<file path="src/common/noc_pkg.sv">
package noc_pkg;

    // Switch geometry is fixed because the flit format and mesh wiring rely on it
    localparam int NUM_PORTS = 3;
    localparam int NUM_VCS   = 2;
    localparam int NODE_W    = 2;

    // Same port order at every node
    localparam int PORT_LOCAL = 0;
    localparam int PORT_X     = 1;
    localparam int PORT_Y     = 2;

    // Routing fields carried by a head flit
    typedef struct packed {
        logic [NODE_W-1:0] dest;
        logic [NODE_W-1:0] src;
        logic [7:0]        pkt_id;
        logic [16:0]       spare;
    } head_view_t;

    // Payload is read as routing info on a head flit and as raw data otherwise
    typedef union packed {
        head_view_t  hdr;
        logic [28:0] body;
    } flit_data_u;

    // A single-flit packet has both head and last set
    typedef struct packed {
        logic       vc;
        logic       head;
        logic       last;
        flit_data_u data;
    } flit_t;

    // Node id is x + 2*y
    function automatic logic node_x(input logic [NODE_W-1:0] id);
        return id[0];
    endfunction

    function automatic logic node_y(input logic [NODE_W-1:0] id);
        return id[1];
    endfunction

endpackage
</file>
<file path="src/switch/switch.sv">
`timescale 1ns/1ps

module switch import noc_pkg::*; #(
    parameter int NODE        = 0,
    parameter int BUFFER_SIZE = 8
) (
    input  logic  clk,
    input  logic  arst_n,
    input  flit_t in_flit      [NUM_PORTS],
    input  logic  in_valid     [NUM_PORTS],
    input  logic  credit_in    [NUM_PORTS][NUM_VCS],
    input  logic  eject_accept,
    output flit_t out_flit     [NUM_PORTS],
    output logic  out_valid    [NUM_PORTS],
    output logic  credit_out   [NUM_PORTS][NUM_VCS]
);
    flit_t      buf_flit   [NUM_PORTS][NUM_VCS];
    logic       buf_valid  [NUM_PORTS][NUM_VCS];
    logic [1:0] req_port   [NUM_PORTS][NUM_VCS];
    logic       grant      [NUM_PORTS][NUM_VCS];
    flit_t      xbar_flit  [NUM_PORTS];
    logic       xbar_valid [NUM_PORTS];
    logic       local_busy;

    for (genvar p = 0; p < NUM_PORTS; p++) begin : g_port
        vc_buffer #(
            .BUFFER_SIZE(BUFFER_SIZE)
        ) u_vc_buffer (
            .clk          (clk),
            .arst_n       (arst_n),
            .wr_flit      (in_flit[p]),
            .wr_valid     (in_valid[p]),
            .pop          (grant[p]),
            .head_flit    (buf_flit[p]),
            .not_empty    (buf_valid[p]),
            .credit_return(credit_out[p])
        );

        for (genvar v = 0; v < NUM_VCS; v++) begin : g_vc
            route_unit #(
                .NODE(NODE)
            ) u_route_unit (
                .clk      (clk),
                .arst_n   (arst_n),
                .head_flit(buf_flit[p][v]),
                .not_empty(buf_valid[p][v]),
                .pop      (grant[p][v]),
                .out_port (req_port[p][v])
            );
        end
    end

    // Endpoint still holds a flit it has not taken
    assign local_busy = out_valid[PORT_LOCAL] && !eject_accept;

    switch_allocator #(
        .BUFFER_SIZE(BUFFER_SIZE)
    ) u_switch_allocator (
        .clk       (clk),
        .arst_n    (arst_n),
        .req_port  (req_port),
        .req_valid (buf_valid),
        .req_flit  (buf_flit),
        .credit_in (credit_in),
        .local_busy(local_busy),
        .grant     (grant)
    );

    // Crossbar with at most one grant reaching each output
    always_comb begin
        for (int o = 0; o < NUM_PORTS; o++) begin
            xbar_valid[o] = 1'b0;
            xbar_flit[o]  = '0;
        end
        for (int p = 0; p < NUM_PORTS; p++) begin
            for (int v = 0; v < NUM_VCS; v++) begin
                if (grant[p][v]) begin
                    xbar_valid[req_port[p][v]] = 1'b1;
                    xbar_flit[req_port[p][v]]  = buf_flit[p][v];
                end
            end
        end
    end

    always_ff @(posedge clk) begin
        for (int o = 0; o < NUM_PORTS; o++) begin
            if (xbar_valid[o]) begin
                out_flit[o] <= xbar_flit[o];
            end
        end
    end

    always_ff @(posedge clk or negedge arst_n) begin
        if (!arst_n) begin
            for (int o = 0; o < NUM_PORTS; o++) begin
                out_valid[o] <= 1'b0;
            end
        end else begin
            // Mesh links strobe once per flit
            for (int o = 1; o < NUM_PORTS; o++) begin
                out_valid[o] <= xbar_valid[o];
            end
            // Ejection holds until the endpoint accepts
            if (xbar_valid[PORT_LOCAL]) begin
                out_valid[PORT_LOCAL] <= 1'b1;
            end else if (eject_accept) begin
                out_valid[PORT_LOCAL] <= 1'b0;
            end
        end
    end

endmodule

</file>
<file path="src/switch/switch_allocator.sv">
`timescale 1ns/1ps

module switch_allocator import noc_pkg::*; #(
    parameter int BUFFER_SIZE = 8
) (
    input  logic       clk,
    input  logic       arst_n,
    input  logic [1:0] req_port   [NUM_PORTS][NUM_VCS],
    input  logic       req_valid  [NUM_PORTS][NUM_VCS],
    input  flit_t      req_flit   [NUM_PORTS][NUM_VCS],
    input  logic       credit_in  [NUM_PORTS][NUM_VCS],
    input  logic       local_busy,
    output logic       grant      [NUM_PORTS][NUM_VCS]
);
    localparam int NUM_REQ = NUM_PORTS * NUM_VCS;
    localparam int REQ_W   = $clog2(NUM_REQ);
    localparam int CRED_W  = $clog2(BUFFER_SIZE + 1);

    // Output VC ownership
    // Input VC equals output VC so only the port is kept
    logic              lock_valid [NUM_PORTS][NUM_VCS];
    logic [1:0]        lock_owner [NUM_PORTS][NUM_VCS];
    // Credits only exist for the mesh outputs
    logic [CRED_W-1:0] credits    [1:NUM_PORTS-1][NUM_VCS];
    logic [REQ_W-1:0]  rr_ptr     [NUM_PORTS];
    logic              eligible   [NUM_PORTS][NUM_VCS];
    logic              win_valid  [NUM_PORTS];
    logic [REQ_W-1:0]  win_idx    [NUM_PORTS];
    logic              vc_sent    [NUM_PORTS][NUM_VCS];

    always_comb begin
        for (int p = 0; p < NUM_PORTS; p++) begin
            for (int v = 0; v < NUM_VCS; v++) begin
                eligible[p][v] = req_valid[p][v];
                if (req_valid[p][v]) begin
                    if (lock_valid[req_port[p][v]][v]) begin
                        if (lock_owner[req_port[p][v]][v] != 2'(p)) begin
                            eligible[p][v] = 1'b0;
                        end
                    end else if (!req_flit[p][v].head) begin
                        eligible[p][v] = 1'b0;
                    end
                    if (req_port[p][v] == 2'(PORT_LOCAL)) begin
                        if (local_busy) begin
                            eligible[p][v] = 1'b0;
                        end
                    end else if (credits[req_port[p][v]][v] == '0) begin
                        eligible[p][v] = 1'b0;
                    end
                end
            end
        end
    end

    // Round robin per output
    // The candidate nearest after the pointer wins
    always_comb begin
        int idx;
        for (int o = 0; o < NUM_PORTS; o++) begin
            win_valid[o] = 1'b0;
            win_idx[o]   = '0;
            for (int k = NUM_REQ - 1; k >= 0; k--) begin
                idx = (int'(rr_ptr[o]) + k) % NUM_REQ;
                if (eligible[idx / NUM_VCS][idx % NUM_VCS] &&
                    req_port[idx / NUM_VCS][idx % NUM_VCS] == 2'(o)) begin
                    win_valid[o] = 1'b1;
                    win_idx[o]   = REQ_W'(idx);
                end
            end
        end
        for (int p = 0; p < NUM_PORTS; p++) begin
            for (int v = 0; v < NUM_VCS; v++) begin
                grant[p][v] = 1'b0;
            end
        end
        for (int o = 0; o < NUM_PORTS; o++) begin
            for (int v = 0; v < NUM_VCS; v++) begin
                vc_sent[o][v] = win_valid[o] && (int'(win_idx[o]) % NUM_VCS == v);
            end
            if (win_valid[o]) begin
                grant[win_idx[o] / NUM_VCS][win_idx[o] % NUM_VCS] = 1'b1;
            end
        end
    end

    always_ff @(posedge clk or negedge arst_n) begin
        if (!arst_n) begin
            for (int o = 0; o < NUM_PORTS; o++) begin
                rr_ptr[o] <= '0;
                for (int v = 0; v < NUM_VCS; v++) begin
                    lock_valid[o][v] <= 1'b0;
                    lock_owner[o][v] <= '0;
                end
            end
            for (int o = 1; o < NUM_PORTS; o++) begin
                for (int v = 0; v < NUM_VCS; v++) begin
                    credits[o][v] <= CRED_W'(BUFFER_SIZE);
                end
            end
        end else begin
            for (int o = 0; o < NUM_PORTS; o++) begin
                if (win_valid[o]) begin
                    rr_ptr[o] <= (win_idx[o] == REQ_W'(NUM_REQ - 1)) ? '0 : win_idx[o] + 1'b1;
                    if (req_flit[win_idx[o] / NUM_VCS][win_idx[o] % NUM_VCS].last) begin
                        lock_valid[o][win_idx[o] % NUM_VCS] <= 1'b0;
                    end else if (req_flit[win_idx[o] / NUM_VCS][win_idx[o] % NUM_VCS].head) begin
                        lock_valid[o][win_idx[o] % NUM_VCS] <= 1'b1;
                        lock_owner[o][win_idx[o] % NUM_VCS] <= 2'(win_idx[o] / NUM_VCS);
                    end
                end
            end
            for (int o = 1; o < NUM_PORTS; o++) begin
                for (int v = 0; v < NUM_VCS; v++) begin
                    if (vc_sent[o][v] && !credit_in[o][v]) begin
                        credits[o][v] <= credits[o][v] - 1'b1;
                    end else if (!vc_sent[o][v] && credit_in[o][v]) begin
                        credits[o][v] <= credits[o][v] + 1'b1;
                    end
                end
            end
        end
    end

endmodule

</file>
<file path="src/switch/route_unit.sv">
`timescale 1ns/1ps

module route_unit import noc_pkg::*; #(
    parameter int NODE = 0
) (
    input  logic       clk,
    input  logic       arst_n,
    input  flit_t      head_flit,
    input  logic       not_empty,
    input  logic       pop,
    output logic [1:0] out_port
);
    localparam logic [NODE_W-1:0] SELF = NODE_W'(NODE);

    logic [NODE_W-1:0] dest;
    logic [1:0]        xy_port;
    logic [1:0]        held_port;

    assign dest = head_flit.data.hdr.dest;

    // X first, then Y, then eject
    always_comb begin
        if (node_x(dest) != node_x(SELF)) begin
            xy_port = 2'(PORT_X);
        end else if (node_y(dest) != node_y(SELF)) begin
            xy_port = 2'(PORT_Y);
        end else begin
            xy_port = 2'(PORT_LOCAL);
        end
    end

    // Body flits carry no destination and reuse the head's port
    assign out_port = head_flit.head ? xy_port : held_port;

    always_ff @(posedge clk or negedge arst_n) begin
        if (!arst_n) begin
            held_port <= 2'(PORT_LOCAL);
        end else if (pop && not_empty) begin
            if (head_flit.last) begin
                held_port <= 2'(PORT_LOCAL);
            end else if (head_flit.head) begin
                held_port <= xy_port;
            end
        end
    end

endmodule

</file>
<file path="src/switch/vc_buffer.sv">
`timescale 1ns/1ps

module vc_buffer import noc_pkg::*; #(
    parameter int BUFFER_SIZE = 8
) (
    input  logic  clk,
    input  logic  arst_n,
    input  flit_t wr_flit,
    input  logic  wr_valid,
    input  logic  pop           [NUM_VCS],
    output flit_t head_flit     [NUM_VCS],
    output logic  not_empty     [NUM_VCS],
    output logic  credit_return [NUM_VCS]
);
    localparam int PTR_W = (BUFFER_SIZE > 1) ? $clog2(BUFFER_SIZE) : 1;
    localparam int CNT_W = $clog2(BUFFER_SIZE + 1);

    flit_t            mem    [NUM_VCS][BUFFER_SIZE];
    logic [PTR_W-1:0] wr_ptr [NUM_VCS];
    logic [PTR_W-1:0] rd_ptr [NUM_VCS];
    logic [CNT_W-1:0] count  [NUM_VCS];
    logic             fresh  [NUM_VCS];
    logic             push   [NUM_VCS];
    logic             take   [NUM_VCS];

    always_comb begin
        for (int v = 0; v < NUM_VCS; v++) begin
            push[v] = wr_valid && (wr_flit.vc == 1'(v));
            take[v] = pop[v] && not_empty[v];
            head_flit[v] = mem[v][rd_ptr[v]];
            // A flit written at the last edge is not offered until the next cycle
            not_empty[v] = count[v] > CNT_W'(fresh[v]);
        end
    end

    always_ff @(posedge clk) begin
        for (int v = 0; v < NUM_VCS; v++) begin
            if (push[v]) begin
                mem[v][wr_ptr[v]] <= wr_flit;
            end
        end
    end

    always_ff @(posedge clk or negedge arst_n) begin
        if (!arst_n) begin
            for (int v = 0; v < NUM_VCS; v++) begin
                wr_ptr[v]        <= '0;
                rd_ptr[v]        <= '0;
                count[v]         <= '0;
                fresh[v]         <= 1'b0;
                credit_return[v] <= 1'b0;
            end
        end else begin
            for (int v = 0; v < NUM_VCS; v++) begin
                if (push[v]) begin
                    wr_ptr[v] <= (wr_ptr[v] == PTR_W'(BUFFER_SIZE - 1)) ? '0 : wr_ptr[v] + 1'b1;
                end
                if (take[v]) begin
                    rd_ptr[v] <= (rd_ptr[v] == PTR_W'(BUFFER_SIZE - 1)) ? '0 : rd_ptr[v] + 1'b1;
                end
                if (push[v] && !take[v]) begin
                    count[v] <= count[v] + 1'b1;
                end else if (!push[v] && take[v]) begin
                    count[v] <= count[v] - 1'b1;
                end
                fresh[v] <= push[v];
                // One credit back upstream per flit leaving the buffer
                credit_return[v] <= take[v];
            end
        end
    end

endmodule

</file>
<file path="config.mk">
export PLATFORM = sky130hd
export DESIGN_NAME = switch
export DESIGN_NICKNAME = d
export VERILOG_FILES = /design/src/common/noc_pkg.sv /design/src/switch/switch.sv /design/src/switch/switch_allocator.sv /design/src/switch/route_unit.sv /design/src/switch/vc_buffer.sv
export SDC_FILE = /design/constraint.sdc
export NUM_CORES = 2
export LEC_CHECK = 0
export ABC_CLOCK_PERIOD_IN_PS = 12300
export BUFFER_PORTS_ARGS = -buffer_cell sky130_fd_sc_hd__buf_2
export CORE_ASPECT_RATIO = 1.25
export CORE_MARGIN = 2
export CORE_UTILIZATION = 45
export DETAILED_ROUTE_END_ITERATION = 6
export HOLD_SLACK_MARGIN = 0.1
export PLACE_DENSITY = 0.67
export SETUP_SLACK_MARGIN = 0.05
export SYNTH_ARGS = -nofsm -noshare
export SYNTH_HDL_FRONTEND = slang
export SYNTH_HIERARCHICAL = 1
export SYNTH_SLANG_ARGS = --single-unit
</file>
<file path="constraint.sdc">
create_clock -name clk -period 12.3 [get_ports clk]
set_clock_uncertainty 0.2 [all_clocks]
set_input_delay 0 -clock clk [delete_from_list [all_inputs] [get_ports clk]]
set_output_delay 0 -clock clk [all_outputs]
set_load 0.05 [all_outputs]
</file>
==> impl_metrics.tcl <==
set metrics [dict create \
    maxClockFrequency_ghz 0.104 \
    drt_wl_total_mm 220 \
    antenna_left 0 \
    cts_setup_buffers 0 \
    dp_hpwl_mm 135 \
    yosysWarnings 6 \
    start_util_pct 45.4 \
    slew_violations 0 \
    maxSlewHeadroom_pct 16.0 \
    end_kind "flip-flop" \
    cts_tree "yes" \
    clock_latency_ns 0.83 \
    synth_xor_xnor_area_share_pct 0.653 \
    wl_per_cell_um 29.4 \
    holdBufCountCts 209 \
    clkSinkCount 1762 \
    cts_buffers 167 \
    status "finished with violations" \
    yosys-mux-area-fraction_pct 15.0 \
    path_clk_slew_ns 0.06 \
    synth_top_family_by_area "multiplexers" \
    drt-pass1-iter-count 7 \
    grt_max_degree 100 \
    grt_pass1_wl_mm 318 \
    fillers 13772 \
    most-common-layout-cells "edfxtp_1, mux4_2, mux2_2" \
    async_flop_share_pct 7.38 \
    syn_inst 4602 \
    design.core.area_um2 174000 \
    finalCritPeriodShare_pct 78.3 \
    cts_root_buf "clkbuf_16" \
    final_common_cell "edfxtp_1" \
    synth_nets 4840 \
    worst_pin_slew_ns 1.25 \
    antenna_found_initial 30 \
    synth_adder_area_share_pct 2.12 \
    start_kind "flip-flop" \
    synthDistinctLibCells 127 \
    avgSynthCellArea_um2 17.2 \
    viasPerCell 6.33 \
    post-place-ws_ns 2.85 \
    path_max_fanout 35 \
    area_growth_pct 14.6 \
    synth-compound-area-share_pct 7.94 \
    drc_errors 17 \
    grt.total_usage_pct 24.4 \
    gp_congestion 0.885 \
    worst_slack_ns 2.67 \
    crit_buf_inv 5 \
    period_minus_slack_ns 9.63 \
    drive_gt1_share_pct 26.3 \
    chipWidth_um 379 \
    drt-initial-drc-count 6115 \
    core.rowCount 171 \
    die_area_um2 179000 \
    cts_resized 0 \
    critPathMaxStageDelay_ns 0.96 \
    violations "design-rule violations" \
    crit_chain "buf_4 -> mux4_2 -> mux2_2 -> nand3b_1 -> o21ai_0 -> buf_4 -> a2111oi_1 -> nand4_1 -> a211oi_1 -> or3_1 -> o31ai_1 -> a31o_2 -> a21oi_1 -> nand2b_1 -> o21ai_0 -> nand3b_1 -> buf_4 -> nand2_1 -> buf_4 -> or4_2 -> buf_4" \
    synth-simple-area-share_pct 5.61 \
    synth_edf_count 1632 \
    cap_violations 0 \
    grt_pass1_vias 46696 \
    seq_area_frac_synth_pct 66.2 \
    cp_top_family "compound AO/OA/AOI/OAI gates" \
    synth_area_um2 78900 \
    cts.path.max_buffers 3 \
    ys_seq_elements 1762 \
    slowest_stage "dfrtp_2" \
    hp-class "input pin to flip-flop" \
    port_buffers 210 \
    grt_overflow 0 \
    boundaryPins 213 \
    rsz0062_at_grt "no" \
    htree_num_levels 4 \
    worstPathArrival_ns 9.95 \
    synthFlopType "edfxtp_1" \
    die_h_um 472 \
    setup_tns_ns 0 \
    final-setup-viol-count 0 \
    crit_path_frequent_cell "buf_4" \
    yosysTopAreaCell "edfxtp_1" \
    critPathKind "flip-flop to flip-flop" \
    worstPathRequired_ns 12.62 \
    final_nets 5247 \
    hold_viol_final 0 \
    synth_top_area_share_pct 62.1 \
    synth_area_leaders "edfxtp_1, mux4_2, dfrtp_1" \
    num_vias 47448 \
]
==> cell families (layout without fill, tap and decap cells) <==
kind of cell / count (synthesis) / in the layout
AO/OA/AOI/OAI: 862 / 862
XOR/XNOR: 58 / 58
adder cells (fa/ha/maj): 130 / 130
buffers and inverters: 402 / 945
flip-flops: 1762 / 1762
multiplexers: 660 / 660
other: 0 / 14
AND/OR/NAND/NOR: 728 / 728
==> synthesized netlist by cell type (25+ instances only) <==
master / number
o211ai_1: 119
mux2_2: 242
o22ai_1: 99
nand2_1: 121
ha_1: 124
edfxtp_1: 1632
a21oi_1: 241
mux2i_1: 25
mux4_2: 362
nor2_1: 118
o21ai_0: 55
nand2b_1: 58
nand4b_1: 67
buf_6: 39
buf_1: 28
nand3b_1: 36
nand3_1: 45
inv_1: 115
nor3_1: 66
clkbuf_1: 138
or4bb_1: 29
dfrtp_1: 126
o311ai_1: 87
xnor2_1: 31
xor2_1: 26
buf_2: 74
==> metrics by stage <==
stage,instance area [um2],cells,hold slack [ns],utilization (%)
final,90400,7494,0.142,52.0
after global routing,90400,7486,0.166,52.0
after CTS,90400,7480,0.102,52.0
after detailed placement,82600,6966,-0.00396,47.5
after global placement,82600,6966,-0.0162,47.5
after floorplan,78900,4602,-0.496,-
==> layer usage <==
metal	vias up	global-route usage, %	part of all wire [%]
met5	-	0	0.081
met2	2496	38.5	47
met4	26	9.46	4.2
met1	24480	32.7	39
met3	595	5.84	9.7
li1	19851	-	-
==> state kept, by name, indices dropped and copies added, names as in the netlist, named ones only <==
register / flops
g_port.u_vc_buffer/wr_ptr: 18
g_port.g_vc.u_route_unit/held_port: 12
g_port.u_vc_buffer/rd_ptr: 18
u_switch_allocator/lock_owner: 12
out_flit: 96
g_port.u_vc_buffer/mem: 1536
u_switch_allocator/credits: 16
u_switch_allocator/rr_ptr: 9
g_port.u_vc_buffer/credit_return: 6
out_valid: 3
g_port.u_vc_buffer/count: 24
g_port.u_vc_buffer/fresh: 6
==> worst paths after layout <==
| kind | endpoint | slack (ns) | startpoint | cells past startpoint |
|---|---|---|---|---|
| hold reg to reg | g_port[1].g_vc[1].u_route_unit/held_port[1] | 0.31 | g_port[1].g_vc[1].u_route_unit/held_port[1] | 2 |
| setup reg to reg | out_flit[41] | 2.67 | g_port[1].u_vc_buffer/rd_ptr[1] | 21 |
| max in group asynchronous | g_port[2].u_vc_buffer/rd_ptr[0] | 10.50 | arst_n | 5 |
| hold / removal | g_port[0].u_vc_buffer/fresh[0] | 0.14 | in_flit[95] | 4 |
| min in group asynchronous | u_switch_allocator/credits[15] | 0.63 | arst_n | 4 |
| setup / recovery | out_flit[41] | 2.67 | g_port[1].u_vc_buffer/rd_ptr[1] | 21 |
==> cell type report <==
type                    instances  area [um2]  area share [%]
clock buffers                 200        4390            4.86
well taps                    2335        2920            3.23
diodes                         14        35.0          0.0387
inverters                     116         435           0.482
clock inverters               105        1280            1.41
repair buffers                524        3960            4.37
multi-input cells            2438       25100            27.8
flip-flops and latches       1762       52300            57.8
==> tightest hold or removal path, stage by stage <==
cell	delay, ns
dlygate4sd3_1	0.52
buf_2	0.14
nand2_1	0.25
inv_1	0.19
Power is not shown: default switching activity piles up to over one toggle a cycle in this logic, so the estimate is an artifact.
